===== config.mk =====
export PLATFORM = sky130hd
export DESIGN_NAME = alu_pipeline
export DESIGN_NICKNAME = d
export VERILOG_FILES = /design/src/logic/alu_ops_pkg.sv /design/src/logic/alu_datapath_pkg.sv /design/src/logic/alu_operand_stage.sv /design/src/logic/alu.sv /design/src/logic/alu_result_stage.sv /design/src/logic/alu_pipeline.sv
export VERILOG_INCLUDE_DIRS = /design/src /design/src/logic
export SDC_FILE = /design/constraint.sdc
export NUM_CORES = 1
export LEC_CHECK = 0
export ABC_CLOCK_PERIOD_IN_PS = 6500
export BUFFER_PORTS_ARGS = -buffer_cell sky130_fd_sc_hd__buf_2
export CAP_MARGIN = 0
export CORE_MARGIN = 10
export CORE_UTILIZATION = 35
export CTS_BUF_LIST = sky130_fd_sc_hd__clkbuf_16
export CTS_CLUSTER_SIZE = 28
export DETAILED_ROUTE_END_ITERATION = 12
export PLACE_DENSITY = 0.49
export RECOVER_POWER = 100
export SETUP_SLACK_MARGIN = 0.1
export SLEW_MARGIN = 15
export SYNTH_ARGS = -nofsm -noshare
export SYNTH_HDL_FRONTEND = slang
export SYNTH_HIERARCHICAL = 1
export SYNTH_SLANG_ARGS = --single-unit

===== constraint.sdc =====
create_clock -name clk -period 6.5 [get_ports clk]
set_clock_uncertainty 0.2 [all_clocks]
set_input_delay 0.325 -clock clk [delete_from_list [all_inputs] [get_ports clk]]
set_output_delay 0.325 -clock clk [all_outputs]
set_load 0.02 [all_outputs]

===== src/logic/alu_settings.svh =====
`ifndef ALU_SETTINGS_SVH
`define ALU_SETTINGS_SVH

// width of the x and y operands and of the result value.
// the whole datapath is byte wide, like the original 8-bit CPU
`define ALU_WIDTH 8

// width of the opcode field carried by a request.
// codes that are not in the opcode enum are still legal on the wire
`define ALU_OP_BITS 5

// cycles from a sampled request strobe to the matching result strobe.
// one for the operand stage and one for the result stage
`define ALU_LATENCY 2

`endif


===== src/logic/alu_ops_pkg.sv =====
`include "alu_settings.svh"

package alu_ops_pkg;

    // opcode numbering follows the CPU's instruction table.
    // only the implemented operations get a name here, every other
    // code falls into the unsupported branch of the ALU
    typedef enum logic [`ALU_OP_BITS-1:0] {
        op_a            = 5'd0,
        op_a_plus_b     = 5'd9,
        op_a_minus_b    = 5'd10,
        op_a_times_b_hi = 5'd16,
        op_a_times_b_lo = 5'd17,
        op_a_and_b      = 5'd25,
        op_a_or_b       = 5'd26
    } alu_op_e;

    // how an opcode makes use of the carry path.
    // carry_add takes the carry-in and produces a carry-out,
    // carry_sub takes it as a borrow-in and produces a borrow-out
    typedef enum logic [1:0] {
        carry_none,
        carry_add,
        carry_sub
    } carry_use_e;

    // classify an opcode by its carry behaviour.
    // logic ops, multiply and unsupported codes all report carry_none,
    // which means the carry-out stays inactive at 1
    function automatic carry_use_e carry_use(alu_op_e op);
        carry_use_e use_kind;
        case (op)
            op_a_plus_b: begin
                use_kind = carry_add;
            end
            op_a_minus_b: begin
                use_kind = carry_sub;
            end
            default: begin
                use_kind = carry_none;
            end
        endcase
        return use_kind;
    endfunction

endpackage


===== src/logic/alu_datapath_pkg.sv =====
`include "alu_settings.svh"

package alu_datapath_pkg;

    import alu_ops_pkg::*;

    // one ALU request as it arrives at the pipeline input.
    // carry_in_n is active low, as on the CPU's flag bus.
    // the two force bits are the override controls of the old bus buffers
    typedef struct packed {
        logic [`ALU_WIDTH-1:0] x;
        logic [`ALU_WIDTH-1:0] y;
        alu_op_e               op;
        logic                  carry_in_n;
        logic                  force_x_zero;
        logic                  force_pass_x;
    } alu_request_t;

    // operands after the overrides have been applied.
    // x and op are the effective values the ALU works on
    typedef struct packed {
        logic [`ALU_WIDTH-1:0] x;
        logic [`ALU_WIDTH-1:0] y;
        alu_op_e               op;
        logic                  carry_in_n;
    } alu_operands_t;

    // the ALU output and, once registered, the pipeline result.
    // carry_out_n is active low and also serves as the borrow for subtraction.
    // zero is only valid after the result stage fills it in
    typedef struct packed {
        logic [`ALU_WIDTH-1:0] value;
        logic                  carry_out_n;
        logic                  zero;
        logic                  unsupported;
    } alu_result_t;

endpackage


===== src/logic/alu_operand_stage.sv =====
`include "alu_settings.svh"

module alu_operand_stage (
    input  logic                           clk,
    input  logic                           reset,
    input  logic                           req_valid,
    input  alu_datapath_pkg::alu_request_t req,
    output logic                           ops_valid,
    output alu_datapath_pkg::alu_operands_t ops
);

    import alu_ops_pkg::*;
    import alu_datapath_pkg::*;

    // effective operands before the register
    alu_operands_t ops_d;

    // the overrides replace the bus buffers of the original board.
    // force_x_zero used to disable the x buffer and let the pull-downs
    // win, force_pass_x did the same to the opcode lines, which leaves
    // code 0 and therefore pass A
    always_comb begin
        ops_d.y          = req.y;
        ops_d.carry_in_n = req.carry_in_n;

        if (req.force_x_zero) begin
            ops_d.x = {`ALU_WIDTH{1'b0}};
        end else begin
            ops_d.x = req.x;
        end

        // with both overrides set this is pass A of a zeroed x,
        // so the result comes out as 0
        if (req.force_pass_x) begin
            ops_d.op = op_a;
        end else begin
            ops_d.op = req.op;
        end
    end

    // the strobe and the payload move together every cycle.
    // without a strobe the payload is still captured but means nothing
    always_ff @(posedge clk) begin
        if (reset) begin
            ops_valid <= 1'b0;
            ops       <= '0;
        end else begin
            ops_valid <= req_valid;
            ops       <= ops_d;
        end
    end

endmodule


===== src/logic/alu.sv =====
`include "alu_settings.svh"

module alu (
    input  alu_datapath_pkg::alu_operands_t ops,
    output alu_datapath_pkg::alu_result_t   alu_out
);

    import alu_ops_pkg::*;
    import alu_datapath_pkg::*;

    // carry-in as a positive bit, zero extended to the extended width
    logic [`ALU_WIDTH:0] cin_ext;

    // sum and difference one bit wider than the data.
    // the top bit is the carry for addition and the borrow for subtraction
    logic [`ALU_WIDTH:0] sum_ext;
    logic [`ALU_WIDTH:0] diff_ext;

    // full width product, split into high and low bytes by the opcode
    logic [2*`ALU_WIDTH-1:0] product;

    // result value picked by the opcode
    logic [`ALU_WIDTH-1:0] value;
    logic                  unsupported;
    logic                  carry_out_n;

    assign cin_ext  = {{`ALU_WIDTH{1'b0}}, ~ops.carry_in_n};
    assign sum_ext  = {1'b0, ops.x} + {1'b0, ops.y} + cin_ext;
    assign diff_ext = {1'b0, ops.x} - {1'b0, ops.y} - cin_ext;
    assign product  = ops.x * ops.y;

    // value selection on the effective opcode
    always_comb begin
        unsupported = 1'b0;
        case (ops.op)
            op_a: begin
                value = ops.x;
            end
            op_a_plus_b: begin
                value = sum_ext[`ALU_WIDTH-1:0];
            end
            op_a_minus_b: begin
                value = diff_ext[`ALU_WIDTH-1:0];
            end
            op_a_and_b: begin
                value = ops.x & ops.y;
            end
            op_a_or_b: begin
                value = ops.x | ops.y;
            end
            op_a_times_b_hi: begin
                value = product[2*`ALU_WIDTH-1:`ALU_WIDTH];
            end
            op_a_times_b_lo: begin
                value = product[`ALU_WIDTH-1:0];
            end
            default: begin
                // any code outside the table yields a clean zero,
                // never an unknown value, and raises the flag
                value       = {`ALU_WIDTH{1'b0}};
                unsupported = 1'b1;
            end
        endcase
    end

    // the carry-out is active low on the flag bus.
    // only addition and subtraction drive it, everything else leaves it at 1
    always_comb begin
        case (carry_use(ops.op))
            carry_add: begin
                carry_out_n = ~sum_ext[`ALU_WIDTH];
            end
            carry_sub: begin
                // a set top bit of the difference means a borrow occurred
                carry_out_n = ~diff_ext[`ALU_WIDTH];
            end
            default: begin
                carry_out_n = 1'b1;
            end
        endcase
    end

    // the zero flag is left clear here.
    // it is computed from the value in the result stage
    assign alu_out.value       = value;
    assign alu_out.carry_out_n = carry_out_n;
    assign alu_out.zero        = 1'b0;
    assign alu_out.unsupported = unsupported;

endmodule


===== src/logic/alu_result_stage.sv =====
`include "alu_settings.svh"

module alu_result_stage (
    input  logic                          clk,
    input  logic                          reset,
    input  logic                          alu_valid,
    input  alu_datapath_pkg::alu_result_t alu_out,
    output logic                          res_valid,
    output alu_datapath_pkg::alu_result_t res
);

    import alu_datapath_pkg::*;

    // the complete result, with the zero flag filled in
    alu_result_t res_d;

    // copy the ALU output and derive the zero flag from its value.
    // an unsupported opcode has a zero value, so it also reports zero
    always_comb begin
        res_d      = alu_out;
        res_d.zero = (alu_out.value == {`ALU_WIDTH{1'b0}});
    end

    // register the result and its strobe.
    // there is no back-pressure, so the strobe is high for one cycle only
    // and whoever consumes the result has to take it then
    always_ff @(posedge clk) begin
        if (reset) begin
            res_valid <= 1'b0;
            res       <= '0;
        end else begin
            res_valid <= alu_valid;
            res       <= res_d;
        end
    end

endmodule


===== src/logic/alu_pipeline.sv =====
module alu_pipeline (
    input  logic                           clk,
    input  logic                           reset,
    input  logic                           req_valid,
    input  alu_datapath_pkg::alu_request_t req,
    output logic                           res_valid,
    output alu_datapath_pkg::alu_result_t  res
);

    import alu_datapath_pkg::*;

    // operand stage output, one cycle after the request
    logic          ops_valid;
    alu_operands_t ops;

    // combinational ALU output, same cycle as the operands
    alu_result_t   alu_out;

    // Stage 1 applies the overrides and registers the effective operands
    alu_operand_stage u_operand_stage (
        .clk       (clk),
        .reset     (reset),
        .req_valid (req_valid),
        .req       (req),
        .ops_valid (ops_valid),
        .ops       (ops)
    );

    // the ALU itself adds no latency
    alu u_alu (
        .ops     (ops),
        .alu_out (alu_out)
    );

    // stage 2 registers the result and adds the zero flag.
    // the operand strobe travels alongside the ALU output unchanged
    alu_result_stage u_result_stage (
        .clk       (clk),
        .reset     (reset),
        .alu_valid (ops_valid),
        .alu_out   (alu_out),
        .res_valid (res_valid),
        .res       (res)
    );

endmodule


==> flow_metrics.py, run 1 <==
metrics = {
    "run_status": {
        "status": "complete, but fails checks",
        "violations": "capacitance limit",
    },
    "timing": {
        "slew-limit-headroom_pct": 0.103,
        "fin_crit_ns": 5.66,
        "setup_tns_ns": 0,
        "tightest_slew_ns": 1.50,
        "fin_worst_hold_slack_ns": 0.0441,
        "drv_slew": 0,
        "clock.fmax_mhz": 177,
        "rsz0062_at_grt": "false",
        "setup_ws_ns": 0.844,
        "fin_crit_sh_pct": 87.0,
        "setup_viol": 0,
        "finalHoldViolations": 0,
    },
    "routing": {
        "drc_errors": 0,
        "routed_wl_um": 12000,
        "dr_total_vias": 3630,
        "initialDrtViolationCount": 255,
        "ant_nets": 0,
        "drt_pass1_iterations": 5,
        "post_drt_via_cell_ratio": 5.06,
        "avgRoutedWirePerCell_um": 16.7,
    },
    "grt": {
        "grt_pass1_wl_um": 19800,
        "gr-usage-all-layers_pct": 13.9,
        "grt_pass1_vias": 3797,
        "overflow": 0,
        "grt_max_degree": 36,
        "antenna_found_initial": 0,
    },
    "floorplanning": {
        "start_util_pct": 36.2,
        "ioPinCount": 39,
        "die_h_um": 132,
        "placementRows": 40,
        "core_um2": 12200,
        "chipWidth_um": 132,
        "dieArea_um2": 17500,
    },
    "layout": {
        "fin_util_pct": 39.6,
        "n_antenna_cell": 0,
        "nets": 685,
        "drive_above_1_share_pct": 7.82,
        "syn2layout_area_growth_pct": 9.26,
        "n_fill_cell": 1294,
    },
    "synthesis": {
        "netlist_area_um2": 4400,
        "synth_cells": 513,
        "yosysWarningCount": 6,
        "synth.net_count": 649,
        "avgSynthCellArea_um2": 8.58,
    },
    "flow_run": {
        "cap_violations": 1,
    },
    "critical_path": {
        "path_cells": "inv_1, nor2_1, fa_1, fa_1, fa_1, inv_1, fa_1, inv_1, ha_1, inv_1, o221ai_1, a21o_2, a21oi_1, o311a_1, a31oi_1, or4_1, nor4_2",
        "critical_path_arrival_ns": 5.65,
        "crit_path_end_kind": "flop",
        "r2r_setup_slack_ns": 0.84,
        "rr_worst_depth": 17,
        "r2r_start": "u_operand_stage/ops[15]",
        "worstSetupStartpointType": "flop",
        "required_ns": 6.49,
        "worstSetupPathType": "flop to flop",
        "critPathMaxStageDelay_ns": 0.57,
        "crit_slowest_cell": "dfxtp_1",
        "reg2reg_to": "u_result_stage/res[1]",
        "critPathMaxFanout": 9,
    },
    "cts": {
        "cts_tree": "yes",
        "clk_pin_slew_worst_paths_ns": 0.06,
        "clk_latency_ns": 0.28,
        "htreeDepth": 2,
        "post_cts_buffers": 0,
        "holdBufCountCts": 0,
        "numClockSinks": 35,
        "root_buffer": "clkbuf_16",
        "clockBufferDepth": 2,
        "post_cts_resized": 0,
        "cts_buffers": 5,
    },
    "pwr": {
        "peakVddDrop_mv": 0.113,
        "leakage_nw": 2.24,
        "power.total_uw": 648,
        "p_per_area_nw_per_um2": 135,
    },
    "worst_hold_path": {
        "min_to": "u_operand_stage/ops[13]",
        "hold_class": "input pin to flop",
        "hold_depth": 2,
        "hp-start": "req[15]",
    },
    "place": {
        "port_buffers": 38,
        "place_congestion": 0.874,
        "dp_slack_ns": 0.949,
        "dp_hpwl_um": 10000,
    },
}
## worst max path at each step
| stage | start | end | slack [ns] | cells past startpoint |
|---|---|---|---|---|
| floorplan | u_operand_stage/ops[15] | u_result_stage/res[1] | 1.40 | 17 |
| CTS | u_operand_stage/ops[15] | u_result_stage/res[1] | 0.91 | 17 |
| finish | u_operand_stage/ops[15] | u_result_stage/res[1] | 0.84 | 17 |
| global placement | u_operand_stage/ops[15] | u_result_stage/res[1] | 1.11 | 16 |
| detailed placement | u_operand_stage/ops[15] | u_result_stage/res[1] | 0.95 | 17 |
| global route | u_operand_stage/ops[15] | u_result_stage/res[1] | 0.47 | 17 |
## flip-flops by register name, indices dropped and copies added (netlist names)
signal / cells
u_operand_stage/ops: 22
u_result_stage/res: 11
u_operand_stage/ops_valid: 1
u_result_stage/res_valid: 1
## layer usage
| layer | up-vias | track usage [%] | share of wire (%) |
|---|---|---|---|
| li1 | 1761 | - | - |
| met1 | 1745 | 17.8 | 46 |
| met2 | 109 | 23.5 | 48 |
| met3 | 15 | 1.79 | 4.5 |
| met4 | 0 | 4.33 | 2.1 |
| met5 | - | 0 | 0 |
## cells in the final DEF (no fill, tap or decap), types with 9 or more instances in the layout
cell / n
a21oi_1: 18
buf_2: 25
clkbuf_1: 13
dfxtp_1: 35
fa_1: 40
ha_1: 69
inv_1: 89
nand2_1: 34
nand3_1: 9
nor2_1: 61
nor2b_1: 17
nor3b_1: 12
o21ai_0: 16
xnor2_1: 10
## cell type report
| class | instances | area (um2) | share of cell area (%) |
|---|---|---|---|
| well taps | 168 | 210 | 4.37 |
| clock inverters | 3 | 16.3 | 0.338 |
| clock buffers | 5 | 125 | 2.60 |
| inverters | 88 | 330 | 6.87 |
| multi-input cells | 380 | 3250 | 67.5 |
| repair buffers | 39 | 181 | 3.77 |
| flip-flops and latches | 35 | 701 | 14.6 |
## where the power goes
group,internal [mW],total [mW],leakage (nW),switching [mW]
clock,0.140,0.231,0.0710,0.0911
combinational,0.0713,0.181,1.88,0.110
sequential,0.225,0.236,0.288,0.0111
total,0.436,0.648,2.24,0.212
## stage by stage
stage	cell area, um2	instances
floorplan	4400	513
global placement	4750	710
detailed placement	4750	710
CTS	4890	718
global route	4810	718
finish	4810	718
## critical path: cells and delay by family (launching register included)
family / cells / cell delay [ns]
adder cells (fa/ha/maj): 5 / 2.34
AO/OA/AOI/OAI: 5 / 1.04
AND/OR/NAND/NOR: 3 / 0.95
flip-flops: 1 / 0.57
buffers and inverters: 4 / 0.45
Note: power is estimated with default switching activity, not from simulation.
==> run 2, diff against run 1 <==
--- a/config.mk
+++ b/config.mk
@@ -10,11 +10,11 @@
 export BUFFER_PORTS_ARGS = -buffer_cell sky130_fd_sc_hd__buf_2
 export CAP_MARGIN = 0
 export CORE_MARGIN = 10
-export CORE_UTILIZATION = 35
-export CTS_BUF_LIST = sky130_fd_sc_hd__clkbuf_16
+export CORE_UTILIZATION = 63
+export CTS_BUF_LIST = sky130_fd_sc_hd__clkbuf_2 sky130_fd_sc_hd__clkbuf_4 sky130_fd_sc_hd__clkbuf_8
 export CTS_CLUSTER_SIZE = 28
 export DETAILED_ROUTE_END_ITERATION = 12
-export PLACE_DENSITY = 0.49
+export PLACE_DENSITY = 0.81
 export RECOVER_POWER = 100
 export SETUP_SLACK_MARGIN = 0.1
 export SLEW_MARGIN = 15
==> flow_metrics.py, run 2 (synthesis gave the netlist of run 1 again) <==
metrics = {
    "run_status": {
        "status": "complete, but fails checks",
        "violations": "capacitance limit",
    },
    "flow_run": {
        "cap_violations": 1,
    },
    "layout": {
        "nets": 684,
        "final_cell_mix": "88 x inv_1, 69 x ha_1, 61 x nor2_1, 40 x fa_1, 35 x dfxtp_1",
        "n_fill_cell": 597,
        "drive_above_1_share_pct": 7.12,
        "largest_register_ffs": 22,
        "regArea_um2": 701,
        "syn2layout_area_growth_pct": 6.00,
        "reg_top3": "u_operand_stage/ops x22, u_result_stage/res x11",
        "n_antenna_cell": 0,
        "multiInputGateArea_um2": 3240,
        "regMostFlops": "u_operand_stage/ops",
        "layout_commonest_cell": "inv_1",
    },
    "routing": {
        "routed_wl_um": 11800,
        "dr_total_vias": 3784,
        "drc_errors": 0,
        "post_drt_via_cell_ratio": 5.88,
        "initialDrtViolationCount": 375,
        "ant_nets": 0,
        "drt_pass1_iterations": 5,
        "avgRoutedWirePerCell_um": 18.3,
    },
    "floorplanning": {
        "core_um2": 6790,
        "start_util_pct": 64.8,
        "die_h_um": 104,
        "dieArea_um2": 10700,
        "ioPinCount": 39,
        "chipWidth_um": 104,
        "placementRows": 30,
    },
    "critical_path": {
        "critPathMaxFanout": 9,
        "r2r_start": "u_operand_stage/ops[15]",
        "required_ns": 6.51,
        "worstSetupPathType": "flop to flop",
        "r2r_setup_slack_ns": 0.93,
        "crit_path_end_kind": "flop",
        "critical_path_arrival_ns": 5.58,
        "worstSetupStartpointType": "flop",
        "worstSetupStartpoint": "u_operand_stage/ops[15]",
    },
    "grt": {
        "overflow": 0,
        "grt_pass1_wl_um": 19300,
        "grt_pass1_vias": 3864,
        "gr-usage-all-layers_pct": 21.8,
        "grt_max_degree": 36,
        "antenna_found_initial": 0,
    },
    "cts": {
        "clk_latency_ns": 0.29,
        "cts_buffers": 5,
        "holdBufCountCts": 0,
        "post_cts_buffers": 0,
        "clk_pin_slew_worst_paths_ns": 0.08,
        "clockBufferDepth": 2,
        "numClockSinks": 35,
        "cts_tree": "yes",
        "post_cts_resized": 0,
        "root_buffer": "clkbuf_8",
        "htreeDepth": 2,
    },
    "pwr": {
        "seq_power_share_pct": 38.7,
        "clkPwrFrac_pct": 32.1,
        "swShare_pct": 33.6,
        "p_per_area_nw_per_um2": 132,
        "p_sw_uw": 206,
        "peakVddDrop_mv": 0.110,
        "p_int_uw": 408,
        "p_comb_share_pct": 29.2,
        "leakage_nw": 2.21,
        "power.total_uw": 614,
    },
    "worst_hold_path": {
        "hp-start": "req[15]",
        "hold_class": "input pin to flop",
    },
    "timing": {
        "tightest_slew_ns": 1.49,
        "fin_crit_ns": 5.57,
        "clock.fmax_mhz": 179,
        "drv_slew": 0,
        "setup_tns_ns": 0,
        "setup_viol": 0,
        "fin_crit_sh_pct": 85.8,
        "rsz0062_at_grt": "false",
        "finalHoldViolations": 0,
        "slew-limit-headroom_pct": 0.881,
    },
    "place": {
        "dp_hpwl_um": 9640,
        "port_buffers": 38,
        "place_congestion": 0.979,
    },
}
==> run 2: power groups by stage <==
stage | clock (mW) | sequential (mW) | combinational (mW)
6_report | 0.197 | 0.237 | 0.179
5_1_grt | 0.209 | 0.239 | 0.201
2_1_floorplan | 0 | 0.242 | 0.130
3_3_place_gp | 0 | 0.241 | 0.175
4_1_cts | 0.199 | 0.237 | 0.182
3_5_place_dp | 0 | 0.242 | 0.180
==> run 2: cell type report <==
class,count,share of cell area (%)
multi-input combinational,380,69.3
clock inverter,2,0.804
timing repair buffer,38,3.73
inverter,88,7.08
clock buffer,5,1.47
sequential,35,15.0
tap,96,2.57
==> run 2: per-layer routing <==
layer | routed length, um | global-route usage [%]
met5 | 0 | 0
met2 | 5380 | 35.0
met1 | 4990 | 26.7
met3 | 941 | 4.83
met4 | 455 | 11.0
==> run 2: path summary, 6_finish.rpt <==
kind | endpoint | depth (start not counted)
worst max-delay path | u_result_stage/res[1] | 17
worst min-delay path | u_operand_stage/ops[13] | 2
worst max register to register | u_result_stage/res[1] | 17
worst min register to register | u_result_stage/res_valid | 1
==> run 2: metrics by stage <==
step	std cells	hold slack (ns)	utilization [%]	setup WS, ns	area, um2
after global routing	644	0.0427	68.7	0.568	4670
final	644	0.0331	68.7	0.926	4670
after floorplan	513	0.196	-	1.40	4400
after detailed placement	637	0.249	68.5	1.01	4650
after CTS	644	0.0297	70.0	1.00	4760
after global placement	637	0.218	68.4	1.17	4650
==> run 2: critical path, cell delays in order (launching register included) <==
cell,delay (ns)
dfxtp_1,0.55
nand2_1,0.13
fa_1,0.53
fa_1,0.55
inv_1,0.05
fa_1,0.52
inv_1,0.05
fa_1,0.52
inv_1,0.04
ha_1,0.35
a21oi_1,0.23
o221ai_1,0.23
a21o_2,0.27
a21oi_1,0.22
o311a_1,0.20
a31oi_1,0.10
or4_1,0.51
nor4_1,0.22
==> run 3, diff against run 2 <==
--- a/config.mk
+++ b/config.mk
@@ -15,7 +15,7 @@
 export CTS_CLUSTER_SIZE = 28
 export DETAILED_ROUTE_END_ITERATION = 12
 export PLACE_DENSITY = 0.81
-export RECOVER_POWER = 100
+export RECOVER_POWER = 25
 export SETUP_SLACK_MARGIN = 0.1
 export SLEW_MARGIN = 15
 export SYNTH_ARGS = -nofsm -noshare
==> flow_metrics.py, run 3 (synthesis gave the netlist of run 1 again) <==
metrics = {
    "run_status": {
        "status": "complete, but fails checks",
        "violations": "capacitance limit, slew limit",
    },
    "grt": {
        "grt-busiest-layer": "met2",
        "grt_use_met1_pct": 26.7,
        "grt_use_met3_pct": 4.83,
        "use_met2_pct": 35.0,
        "grt_pass1_vias": 3864,
        "grt_pass1_wl_um": 19300,
        "antenna_found_initial": 0,
        "gr-usage-all-layers_pct": 21.8,
        "grt_max_degree": 36,
        "overflow": 0,
    },
    "layout": {
        "syn2layout_area_growth_pct": 7.33,
        "layout_commonest_cell": "inv_1",
        "final_cells": 644,
        "n_antenna_cell": 0,
        "nets": 684,
        "n_fill_cell": 584,
        "reg_top3": "u_operand_stage/ops x22, u_result_stage/res x11",
        "largest_register_ffs": 22,
        "regArea_um2": 701,
        "drive_above_1_share_pct": 10.9,
        "regMostFlops": "u_operand_stage/ops",
        "final_cell_mix": "88 x inv_1, 69 x ha_1, 61 x nor2_1, 40 x fa_1, 37 x buf_2",
        "multiInputGateArea_um2": 3280,
    },
    "critical_path": {
        "crit_path_end_kind": "flop",
        "worstSetupStartpointType": "flop",
        "cp_num_buf_inv": 4,
        "critical_path_arrival_ns": 5.53,
        "crit_slowest_cell": "dfxtp_1",
        "path_cells": "inv_1, nor2_1, fa_1, fa_1, fa_1, inv_1, fa_1, inv_1, ha_1, inv_1, o221ai_2, a21o_2, a21oi_1, o311a_1, a31oi_1, or4_1, nor4_2",
        "worstSetupPathType": "flop to flop",
        "required_ns": 6.51,
        "critPathMaxFanout": 9,
        "worstSetupStartpoint": "u_operand_stage/ops[15]",
        "r2r_start": "u_operand_stage/ops[15]",
        "critPathMaxStageDelay_ns": 0.56,
        "cp_top_family": "adder cells",
    },
    "floorplanning": {
        "die_h_um": 104,
        "start_util_pct": 64.8,
        "ioPinCount": 39,
        "placementRows": 30,
        "chipWidth_um": 104,
        "dieArea_um2": 10700,
        "core_um2": 6790,
    },
    "routing": {
        "routed_wl_um": 11800,
        "drc_errors": 0,
        "drt_pass1_iterations": 5,
        "ant_nets": 0,
        "initialDrtViolationCount": 295,
        "dr_total_vias": 3771,
        "avgRoutedWirePerCell_um": 18.3,
        "post_drt_via_cell_ratio": 5.86,
    },
    "pwr": {
        "p_per_area_nw_per_um2": 131,
        "leakage_nw": 2.27,
        "power.total_uw": 617,
        "peakVddDrop_mv": 0.111,
    },
    "cts": {
        "clk_latency_ns": 0.29,
        "clockBufferDepth": 2,
        "clk_pin_slew_worst_paths_ns": 0.08,
        "holdBufCountCts": 0,
        "post_cts_resized": 0,
        "post_cts_buffers": 0,
        "numClockSinks": 35,
        "cts_buffers": 5,
        "cts_tree": "yes",
        "root_buffer": "clkbuf_8",
        "htreeDepth": 2,
    },
    "timing": {
        "clock.fmax_mhz": 181,
        "setup_viol": 0,
        "fin_crit_ns": 5.52,
        "setup_tns_ns": 0,
        "fin_crit_sh_pct": 84.9,
        "tightest_slew_ns": 1.62,
        "rsz0062_at_grt": "false",
        "drv_slew": 36,
        "finalHoldViolations": 0,
        "slew-limit-headroom_pct": -7.92,
    },
    "place": {
        "dp.cells": 637,
        "port_buffers": 38,
        "dp_hpwl_um": 9640,
        "place_congestion": 0.979,
    },
    "flow_run": {
        "cap_violations": 1,
    },
    "worst_hold_path": {
        "hold_class": "input pin to flop",
        "hp-start": "req[15]",
    },
}
-- run 3: final timing paths --
| path | end | slack [ns] | cells past startpoint |
|---|---|---|---|
| worst max-delay path | u_result_stage/res[1] | 0.98 | 17 |
| worst min-delay path | u_operand_stage/ops[13] | 0.03 | 2 |
| worst max register to register | u_result_stage/res[1] | 0.98 | 17 |
| worst min register to register | u_result_stage/res_valid | 0.26 | 1 |
-- run 3: report_power, final --
part           leakage (nW)  switching (mW)  internal (mW)
clock network        0.0502          0.0851          0.112
logic                  1.93           0.110         0.0730
registers             0.288          0.0127          0.225
total                  2.27           0.208          0.410
-- run 3: cell type report --
cell class,instances,area share [%]
Multi-Input combinational cell,380,69.4
Inverter,88,6.99
Tap cell,96,2.54
Sequential cell,35,14.8
Clock buffer,5,1.46
Timing Repair Buffer,38,4.00
Clock inverter,2,0.794
-- run 3: per-layer routing --
layer / vias to the layer above / part of all wire, %
met5: - / 0
met4: 0 / 3.9
met3: 39 / 7.9
met2: 179 / 46
met1: 1801 / 43
li1: 1752 / -
-- run 3: metrics by stage --
step | utilization, % | setup slack (ns) | hold slack [ns] | cell area, um2
final | 69.6 | 0.984 | 0.0327 | 4730
after global routing | 69.6 | 0.631 | 0.0427 | 4730
after CTS | 70.0 | 1.00 | 0.0297 | 4760
after detailed placement | 68.5 | 1.01 | 0.249 | 4650
after global placement | 68.4 | 1.17 | 0.218 | 4650
after floorplan | - | 1.40 | 0.196 | 4400
